==> src/rtl/rv_pipe_pkg.sv <==
package rv_pipe_pkg;

  // ==============================
  // widths
  // ==============================
  localparam int XLEN      = 32;
  localparam int REG_COUNT = 32;
  localparam int REG_AW    = $clog2(REG_COUNT);

  typedef logic [XLEN-1:0]   word_t;
  typedef logic [31:0]       inst_t;
  typedef logic [REG_AW-1:0] reg_addr_t;

  // ==============================
  // encodings
  // ==============================
  localparam logic [6:0] OPCODE_OP     = 7'b0110011;
  localparam logic [6:0] OPCODE_OP_IMM = 7'b0010011;

  // funct3 by meaning for both OP and OP-IMM
  localparam logic [2:0] F3_ADD_SUB = 3'b000;
  localparam logic [2:0] F3_SLL     = 3'b001;
  localparam logic [2:0] F3_SLT     = 3'b010;
  localparam logic [2:0] F3_SLTU    = 3'b011;
  localparam logic [2:0] F3_XOR     = 3'b100;
  localparam logic [2:0] F3_SRL_SRA = 3'b101;
  localparam logic [2:0] F3_OR      = 3'b110;
  localparam logic [2:0] F3_AND     = 3'b111;

  // addi x0, x0, 0
  localparam inst_t NOP_INST = 32'h00000013;

  typedef enum logic [3:0] {
    ALU_ADD  = 4'd0,
    ALU_SUB  = 4'd1,
    ALU_SLL  = 4'd2,
    ALU_SLT  = 4'd3,
    ALU_SLTU = 4'd4,
    ALU_XOR  = 4'd5,
    ALU_SRL  = 4'd6,
    ALU_SRA  = 4'd7,
    ALU_OR   = 4'd8,
    ALU_AND  = 4'd9
  } alu_op_t;

endpackage
==> src/rtl/rv_alu_pipe_top.sv <==
`timescale 1ns/1ps

module rv_alu_pipe_top (
  input  logic                   clk,
  input  logic                   reset_i,
  input  rv_pipe_pkg::inst_t     inst_i,
  input  logic                   inst_valid_i,
  output logic                   wb_valid_o,
  output rv_pipe_pkg::reg_addr_t wb_rd_o,
  output rv_pipe_pkg::word_t     wb_data_o,
  output logic                   illegal_o
);
  import rv_pipe_pkg::*;

  // ==============================
  // decode side
  // ==============================
  reg_addr_t dec_rs1;
  reg_addr_t dec_rs2;
  reg_addr_t dec_rd;
  word_t     dec_imm;
  logic      dec_use_imm;
  alu_op_t   dec_alu_op;
  logic      dec_valid;
  logic      dec_illegal;
  word_t     rf_rdata1;
  word_t     rf_rdata2;

  // execute side
  logic      exe_valid;
  logic      exe_illegal;
  reg_addr_t exe_rd;
  word_t     exe_result;

  inst_decoder inst_decoder_inst (
    .clk          (clk),
    .reset_i      (reset_i),
    .inst_i       (inst_i),
    .inst_valid_i (inst_valid_i),
    .rs1_addr_o   (dec_rs1),
    .rs2_addr_o   (dec_rs2),
    .rd_o         (dec_rd),
    .imm_o        (dec_imm),
    .use_imm_o    (dec_use_imm),
    .alu_op_o     (dec_alu_op),
    .valid_o      (dec_valid),
    .illegal_o    (dec_illegal)
  );

  reg_file reg_file_inst (
    .clk      (clk),
    .reset_i  (reset_i),
    .raddr1_i (dec_rs1),
    .raddr2_i (dec_rs2),
    .rdata1_o (rf_rdata1),
    .rdata2_o (rf_rdata2),
    .we_i     (wb_valid_o),
    .waddr_i  (wb_rd_o),
    .wdata_i  (wb_data_o)
  );

  exe_stage exe_stage_inst (
    .clk        (clk),
    .reset_i    (reset_i),
    .valid_i    (dec_valid),
    .illegal_i  (dec_illegal),
    .use_imm_i  (dec_use_imm),
    .alu_op_i   (dec_alu_op),
    .rs1_addr_i (dec_rs1),
    .rs2_addr_i (dec_rs2),
    .rd_i       (dec_rd),
    .rdata1_i   (rf_rdata1),
    .rdata2_i   (rf_rdata2),
    .imm_i      (dec_imm),
    .wb_valid_i (wb_valid_o),
    .wb_rd_i    (wb_rd_o),
    .wb_data_i  (wb_data_o),
    .valid_o    (exe_valid),
    .illegal_o  (exe_illegal),
    .rd_o       (exe_rd),
    .result_o   (exe_result)
  );

  writeback_stage writeback_stage_inst (
    .clk        (clk),
    .reset_i    (reset_i),
    .valid_i    (exe_valid),
    .illegal_i  (exe_illegal),
    .rd_i       (exe_rd),
    .result_i   (exe_result),
    .wb_valid_o (wb_valid_o),
    .illegal_o  (illegal_o),
    .wb_rd_o    (wb_rd_o),
    .wb_data_o  (wb_data_o)
  );

endmodule

==> src/rtl/writeback_stage.sv <==
`timescale 1ns/1ps

module writeback_stage (
  input  logic                   clk,
  input  logic                   reset_i,
  input  logic                   valid_i,
  input  logic                   illegal_i,
  input  rv_pipe_pkg::reg_addr_t rd_i,
  input  rv_pipe_pkg::word_t     result_i,
  output logic                   wb_valid_o,
  output logic                   illegal_o,
  output rv_pipe_pkg::reg_addr_t wb_rd_o,
  output rv_pipe_pkg::word_t     wb_data_o
);
  import rv_pipe_pkg::*;

  logic      wb_valid_q;
  logic      illegal_q;
  reg_addr_t rd_q;
  word_t     data_q;

  // writes to x0 retire without a pulse
  always_ff @(posedge clk) begin
    if (reset_i) begin
      wb_valid_q <= 1'b0;
      illegal_q  <= 1'b0;
    end else begin
      wb_valid_q <= valid_i && (rd_i != '0);
      illegal_q  <= illegal_i;
    end
  end

  always_ff @(posedge clk) begin
    rd_q   <= rd_i;
    data_q <= result_i;
  end

  // also the register-file write port and forwarding source
  assign wb_valid_o = wb_valid_q;
  assign illegal_o  = illegal_q;
  assign wb_rd_o    = rd_q;
  assign wb_data_o  = data_q;

endmodule

==> src/rtl/exe_stage.sv <==
`timescale 1ns/1ps

module exe_stage (
  input  logic                   clk,
  input  logic                   reset_i,
  input  logic                   valid_i,
  input  logic                   illegal_i,
  input  logic                   use_imm_i,
  input  rv_pipe_pkg::alu_op_t   alu_op_i,
  input  rv_pipe_pkg::reg_addr_t rs1_addr_i,
  input  rv_pipe_pkg::reg_addr_t rs2_addr_i,
  input  rv_pipe_pkg::reg_addr_t rd_i,
  input  rv_pipe_pkg::word_t     rdata1_i,
  input  rv_pipe_pkg::word_t     rdata2_i,
  input  rv_pipe_pkg::word_t     imm_i,
  input  logic                   wb_valid_i,
  input  rv_pipe_pkg::reg_addr_t wb_rd_i,
  input  rv_pipe_pkg::word_t     wb_data_i,
  output logic                   valid_o,
  output logic                   illegal_o,
  output rv_pipe_pkg::reg_addr_t rd_o,
  output rv_pipe_pkg::word_t     result_o
);
  import rv_pipe_pkg::*;

  // decode-to-execute register
  logic      valid_q;
  logic      illegal_q;
  logic      use_imm_q;
  alu_op_t   alu_op_q;
  reg_addr_t rs1_q;
  reg_addr_t rs2_q;
  reg_addr_t rd_q;
  word_t     rdata1_q;
  word_t     rdata2_q;
  word_t     imm_q;

  logic      fwd1;
  logic      fwd2;
  word_t     op1;
  word_t     rs2_val;
  word_t     op2;

  always_ff @(posedge clk) begin
    if (reset_i) begin
      valid_q   <= 1'b0;
      illegal_q <= 1'b0;
    end else begin
      valid_q   <= valid_i;
      illegal_q <= illegal_i;
    end
  end

  always_ff @(posedge clk) begin
    use_imm_q <= use_imm_i;
    alu_op_q  <= alu_op_i;
    rs1_q     <= rs1_addr_i;
    rs2_q     <= rs2_addr_i;
    rd_q      <= rd_i;
    rdata1_q  <= rdata1_i;
    rdata2_q  <= rdata2_i;
    imm_q     <= imm_i;
  end

  // ==============================
  // forwarding from write-back
  // ==============================
  assign fwd1 = wb_valid_i && (wb_rd_i != '0) && (wb_rd_i == rs1_q);
  assign fwd2 = wb_valid_i && (wb_rd_i != '0) && (wb_rd_i == rs2_q);

  assign op1     = fwd1 ? wb_data_i : rdata1_q;
  assign rs2_val = fwd2 ? wb_data_i : rdata2_q;

  // OP-IMM takes the immediate
  assign op2 = use_imm_q ? imm_q : rs2_val;

  alu alu_inst (
    .alu_op_i (alu_op_q),
    .op1_i    (op1),
    .op2_i    (op2),
    .result_o (result_o)
  );

  assign valid_o   = valid_q;
  assign illegal_o = illegal_q;
  assign rd_o      = rd_q;

endmodule

==> src/rtl/inst_decoder.sv <==
`timescale 1ns/1ps

module inst_decoder (
  input  logic                   clk,
  input  logic                   reset_i,
  input  rv_pipe_pkg::inst_t     inst_i,
  input  logic                   inst_valid_i,
  output rv_pipe_pkg::reg_addr_t rs1_addr_o,
  output rv_pipe_pkg::reg_addr_t rs2_addr_o,
  output rv_pipe_pkg::reg_addr_t rd_o,
  output rv_pipe_pkg::word_t     imm_o,
  output logic                   use_imm_o,
  output rv_pipe_pkg::alu_op_t   alu_op_o,
  output logic                   valid_o,
  output logic                   illegal_o
);
  import rv_pipe_pkg::*;

  inst_t      inst_q;
  logic       valid_q;
  logic [6:0] opcode;
  logic [2:0] funct3;
  logic       funct7_b30;
  logic       is_op;
  logic       is_op_imm;
  logic       is_shift;

  // instruction register with a bubble on reset
  always_ff @(posedge clk) begin
    if (reset_i) begin
      inst_q  <= NOP_INST;
      valid_q <= 1'b0;
    end else begin
      inst_q  <= inst_i;
      valid_q <= inst_valid_i;
    end
  end

  // field extraction
  assign opcode     = inst_q[6:0];
  assign funct3     = inst_q[14:12];
  assign funct7_b30 = inst_q[30];
  assign rd_o       = inst_q[11:7];
  assign rs1_addr_o = inst_q[19:15];
  assign rs2_addr_o = inst_q[24:20];

  assign is_op     = (opcode == OPCODE_OP);
  assign is_op_imm = (opcode == OPCODE_OP_IMM);
  assign is_shift  = (funct3 == F3_SLL) || (funct3 == F3_SRL_SRA);
  assign use_imm_o = is_op_imm;

  // I-type immediate or shamt for shifts
  assign imm_o = is_shift ? {{(XLEN-5){1'b0}}, inst_q[24:20]}
                          : {{(XLEN-12){inst_q[31]}}, inst_q[31:20]};

  // bit 30 picks sub only for register ops
  always_comb begin
    case (funct3)
      F3_ADD_SUB: alu_op_o = (is_op && funct7_b30) ? ALU_SUB : ALU_ADD;
      F3_SLL:     alu_op_o = ALU_SLL;
      F3_SLT:     alu_op_o = ALU_SLT;
      F3_SLTU:    alu_op_o = ALU_SLTU;
      F3_XOR:     alu_op_o = ALU_XOR;
      F3_SRL_SRA: alu_op_o = funct7_b30 ? ALU_SRA : ALU_SRL;
      F3_OR:      alu_op_o = ALU_OR;
      F3_AND:     alu_op_o = ALU_AND;
      default:    alu_op_o = ALU_ADD;
    endcase
  end

  // unsupported opcode turns into a reported bubble
  assign valid_o   = valid_q && (is_op || is_op_imm);
  assign illegal_o = valid_q && !(is_op || is_op_imm);

endmodule

==> src/rtl/reg_file.sv <==
`timescale 1ns/1ps

module reg_file (
  input  logic                   clk,
  input  logic                   reset_i,
  input  rv_pipe_pkg::reg_addr_t raddr1_i,
  input  rv_pipe_pkg::reg_addr_t raddr2_i,
  output rv_pipe_pkg::word_t     rdata1_o,
  output rv_pipe_pkg::word_t     rdata2_o,
  input  logic                   we_i,
  input  rv_pipe_pkg::reg_addr_t waddr_i,
  input  rv_pipe_pkg::word_t     wdata_i
);
  import rv_pipe_pkg::*;

  word_t regs [REG_COUNT];
  logic  wr_en;

  // x0 never gets written
  assign wr_en = we_i && (waddr_i != '0);

  always_ff @(posedge clk) begin
    if (reset_i) begin
      for (int i = 0; i < REG_COUNT; i++) begin
        regs[i] <= '0;
      end
    end else if (wr_en) begin
      regs[waddr_i] <= wdata_i;
    end
  end

  // write-through for same-cycle read
  assign rdata1_o = (wr_en && (waddr_i == raddr1_i)) ? wdata_i : regs[raddr1_i];
  assign rdata2_o = (wr_en && (waddr_i == raddr2_i)) ? wdata_i : regs[raddr2_i];

endmodule

==> src/rtl/alu.sv <==
`timescale 1ns/1ps

module alu (
  input  rv_pipe_pkg::alu_op_t alu_op_i,
  input  rv_pipe_pkg::word_t   op1_i,
  input  rv_pipe_pkg::word_t   op2_i,
  output rv_pipe_pkg::word_t   result_o
);
  import rv_pipe_pkg::*;

  logic [4:0] shamt;
  logic       lt_signed;
  logic       lt_unsigned;

  assign shamt       = op2_i[4:0];
  assign lt_signed   = $signed(op1_i) < $signed(op2_i);
  assign lt_unsigned = op1_i < op2_i;

  always_comb begin
    case (alu_op_i)
      ALU_ADD:  result_o = op1_i + op2_i;
      ALU_SUB:  result_o = op1_i - op2_i;
      ALU_SLL:  result_o = op1_i << shamt;
      // compares give 0 or 1
      ALU_SLT:  result_o = {{(XLEN-1){1'b0}}, lt_signed};
      ALU_SLTU: result_o = {{(XLEN-1){1'b0}}, lt_unsigned};
      ALU_XOR:  result_o = op1_i ^ op2_i;
      ALU_SRL:  result_o = op1_i >> shamt;
      // arithmetic shift keeps the sign
      ALU_SRA:  result_o = word_t'($signed(op1_i) >>> shamt);
      ALU_OR:   result_o = op1_i | op2_i;
      ALU_AND:  result_o = op1_i & op2_i;
      default:  result_o = '0;
    endcase
  end

endmodule

==> config.mk <==
export PLATFORM = sky130hd
export DESIGN_NAME = rv_alu_pipe_top
export DESIGN_NICKNAME = d
export VERILOG_FILES = /design/src/rtl/rv_pipe_pkg.sv /design/src/rtl/rv_alu_pipe_top.sv /design/src/rtl/writeback_stage.sv /design/src/rtl/exe_stage.sv /design/src/rtl/inst_decoder.sv /design/src/rtl/reg_file.sv /design/src/rtl/alu.sv
export SDC_FILE = /design/constraint.sdc
export NUM_CORES = 2
export LEC_CHECK = 0
export BUFFER_PORTS_ARGS = -buffer_cell sky130_fd_sc_hd__buf_2
export CORE_AREA = 2 2 395 397
export CTS_BUF_LIST = sky130_fd_sc_hd__clkbuf_8
export DETAILED_ROUTE_END_ITERATION = 10
export DIE_AREA = 0 0 397 399
export GPL_TIMING_DRIVEN = 0
export HOLD_SLACK_MARGIN = 0.05
export PLACE_DENSITY = 0.57
export SLEW_MARGIN = 15
export SYNTH_ARGS = -nofsm -noshare
export SYNTH_HDL_FRONTEND = slang
export SYNTH_SLANG_ARGS = --single-unit
==> constraint.sdc <==
create_clock -name clk -period 8.92 [get_ports clk]
set_clock_uncertainty 0.15 [all_clocks]
set_input_delay 1.338 -clock clk [delete_from_list [all_inputs] [get_ports clk]]
set_output_delay 1.338 -clock clk [all_outputs]
set_load 0.05 [all_outputs]
==> flow_summary_export.csv <==
group,metric,value,unit
clocking,h-tree-depth,4,
min_path,holdPathStages,0,
worst_setup_path,crit_required,9.52,ns
clocking,post-cts-setup-buffers,0,
clocking,clk_latency,0.96,ns
run_status,outcome,"finished clean",
place,io_buffer_count,73,
worst_setup_path,slowest_stage,"clkbuf_1",
worst_setup_path,critPathMaxStageDelay,0.98,ns
grt,antenna_found_initial,23,
route,wl_per_cell,36.3,um
pwr,p_leak,26.8,nW
worst_setup_path,cp_data_arrival_time,9.03,ns
synthesis,synth_most_common_cell,"edfxtp_1",
worst_setup_path,cp-startpoint,"writeback_stage_inst.wb_rd_o[1]",
timing,setup_violations,0,
timing,max_freq,119,MHz
floorplanning,dieArea,0.158,mm2
timing,fin_setup_tns,0,ns
pwr,p_total,0.0166,W
cells_and_area,utilization,49.5,%
clocking,cts_tree,"yes",
synthesis,synthMuxAreaShare,23.8,%
floorplanning,dieHeight,399,um
pwr,ir_drop,0.000140,V
route,drt_wl_total,282000,um
synthesis,synth-compound-area-share,6.96,%
worst_setup_path,timing.rr.start,"writeback_stage_inst.wb_rd_o[1]",
grt,grt_pass1_wl,390000,um
cells_and_area,syn_to_final_growth,10.2,%
worst_setup_path,end_kind,"register",
min_path,hp-start,"inst_decoder_inst.inst_q[10]",
worst_setup_path,cp_cell_sequence,"buf_2, xnor2_1, o311ai_4, o21ai_0, a31o_2, clkbuf_1, buf_1, clkbuf_1, ha_1, clkbuf_1, nor3_1, nand3_1, o211ai_1, a21oi_1, o31ai_1, a21oi_1, xnor2_1, o211ai_1",
timing,maxSlewHeadroom,9.36,%
timing,hold_viol,0,
worst_setup_path,cp_num_buf_inv,5,
worst_setup_path,cp_num_cells,18,
timing,post-route-period-util,94.4,%
floorplanning,coreArea,0.154,mm2
clocking,cts_buffers,205,
floorplanning,start_util,44.9,%
synthesis,synth_top_area_cell,"edfxtp_1",
floorplanning,io-pin-count,74,
clocking,clkTransAtPathRegs,0.06,ns
min_path,holdCritPathClass,"register to register",
cells_and_area,final_nets,5695,
worst_setup_path,critPathMostFrequentCell,"clkbuf_1",
synthesis,yosysTopAreaCellShare,44.5,%
route,initialDrtViolationCount,6949,
grt,overflow,0,
worst_setup_path,reg2regPathDepth,18,
synthesis,ys_ff_latch,1189,
synthesis,netlist_top_cells_area,"edfxtp_1 (45%), mux4_2 (21%), and2_1 (8.6%), dfxtp_1 (4.8%), mux2i_1 (2.3%)",
synthesis,synthesis.area,0.0690,mm2
route,drc_errors,0,
clocking,ctsResizeCount,0,
worst_setup_path,crit_family,"compound AO/OA/AOI/OAI gates",
grt,grt_max_degree,33,
clocking,cts_hold_buf,0,
clocking,clock_path_buffers,3,
synthesis,synth_cell_types,103,
pwr,power_density,218,mW/mm2
grt,track_usage,35.7,%
floorplanning,die_x,397,um
clocking,cts.sinks,1189,
synthesis,synthFlopType,"edfxtp_1",
route,viasPerCell,6.45,
route,ant_nets,0,
synthesis,yosysSeqAreaShare,49.3,%
route,firstDrtPassIters,7,
floorplanning,placement_rows,144,
clocking,cts-root-buf,"clkbuf_8",
synthesis,synthAdderAreaFrac,1.80,%
timing,tightestPinTransition,1.36,ns
worst_setup_path,critPathKind,"register to register",
timing,slew_violations,0,
place,dp.final_hpwl,215000,um
synthesis,syn_avg_cell_area,13.2,um2
synthesis,ys_top_cells_by_count,"edfxtp_1 (1024), and2_1 (947), mux4_2 (641), clkbuf_1 (411), nor2_1 (254)",
worst_setup_path,cp_max_fo,11,
synthesis,synth-simple-area-share,14.0,%
route,vias,50200,
timing,period_needed,8.42,ns
synthesis,syn_inst,5241,
worst_setup_path,startpoint_type,"register",
job,maxCapViolations,0,
place,place.gp.congestion,1.09,
synthesis,yosysWarnings,0,
synthesis,synth_edf_count,1024,
synthesis,synthXorXnorAreaFrac,0.634,%
synthesis,async_reset_ff_share,0,%
synthesis,synth_top_family_by_area,"multiplexers",
cells_and_area,drive_above_1_share,20.6,%
grt,grt_pass1_vias,49900,
timing,rsz0062_at_grt,"no",
## area by class of cell
class                           instances  area (um2)
Clock buffer                          211        2900
Fill cell                           13700       77600
Clock inverter                        152         833
Antenna cell                           17        42.5
Tap cell                             2044        2560
Buffer                                523        2120
Timing Repair Buffer                   83         470
Multi-Input combinational cell       3460       32700
Inverter                              100         375
Sequential cell                      1189       34100
## state kept, by name (all words and copies together) (netlist names), 7 cells and up
| register | cells |
|---|---|
| exe_stage_inst.imm_q | 7 |
| exe_stage_inst.rdata2_q | 32 |
| writeback_stage_inst.wb_data_o | 32 |
| inst_decoder_inst.inst_q | 32 |
| exe_stage_inst.rdata1_q | 32 |
| reg_file_inst.regs | 1024 |
## worst paths after layout
path / slack, ns / end
worst min-delay path: 0.18 / exe_stage_inst.rd_o[3]
worst min register to register: 0.18 / exe_stage_inst.rd_o[3]
worst max register to register: 0.50 / writeback_stage_inst.wb_data_o[26]
worst max-delay path: 0.50 / writeback_stage_inst.wb_data_o[26]
## cells in the final DEF, fill, tap and decap left out, types with 25 or more instances in the layout
| master | n |
|---|---|
| o211ai_1 | 51 |
| nor2b_1 | 43 |
| buf_1 | 59 |
| a21oi_1 | 139 |
| a211oi_1 | 37 |
| nor3_1 | 89 |
| o21ai_0 | 154 |
| nor2_1 | 249 |
| and2_1 | 947 |
| mux4_2 | 641 |
| mux2_2 | 27 |
| ha_1 | 96 |
| buf_2 | 109 |
| nand3_1 | 36 |
| a221oi_1 | 33 |
| o21a_1 | 25 |
| dfxtp_1 | 165 |
| edfxtp_1 | 1024 |
| xnor2_1 | 39 |
| conb_1 | 32 |
| nand2_1 | 206 |
| clkbuf_2 | 28 |
| o22ai_1 | 37 |
| or2_2 | 43 |
| clkinv_1 | 44 |
| mux2i_1 | 160 |
| inv_1 | 159 |
| clkbuf_1 | 390 |
| clkbuf_8 | 211 |
## stage by stage
step	hold slack, ns	worst slack, ns	area (um2)	cells
after detailed placement	0.162	1.03	72200	7396
after floorplan	0.160	3.09	69200	5272
after CTS	0.176	0.993	76000	7759
after global placement	0.162	0.790	72100	7389
final	0.175	0.499	76100	7779
after global routing	0.181	0.434	76000	7764
## where the power goes
part	internal, W	total [W]	switching (W)
Sequential	0.00633	0.00677	0.000439
Combinational	0.00140	0.00504	0.00364
Clock	0.00232	0.00476	0.00244
## kinds of logic (layout without fill, tap and decap cells)
| logic type | after synthesis | count (layout) |
|---|---|---|
| and+or+nand+nor | 1736 | 1736 |
| DFF | 1189 | 1189 |
| muxes | 833 | 833 |
| AOI/OAI and AO/OA | 711 | 711 |
| buffers and inverters | 623 | 1069 |
| adders and majority gates | 98 | 98 |
| xor gates and xnor gates | 50 | 50 |
| other | 1 | 49 |
## metal layers
layer	global-route usage [%]	part of all wire [%]
met3	8.83	9.0
met5	0	0.017
met1	43.4	37
met2	57.9	48
met4	21.2	6.7
(Power assumes the default switching activity.)
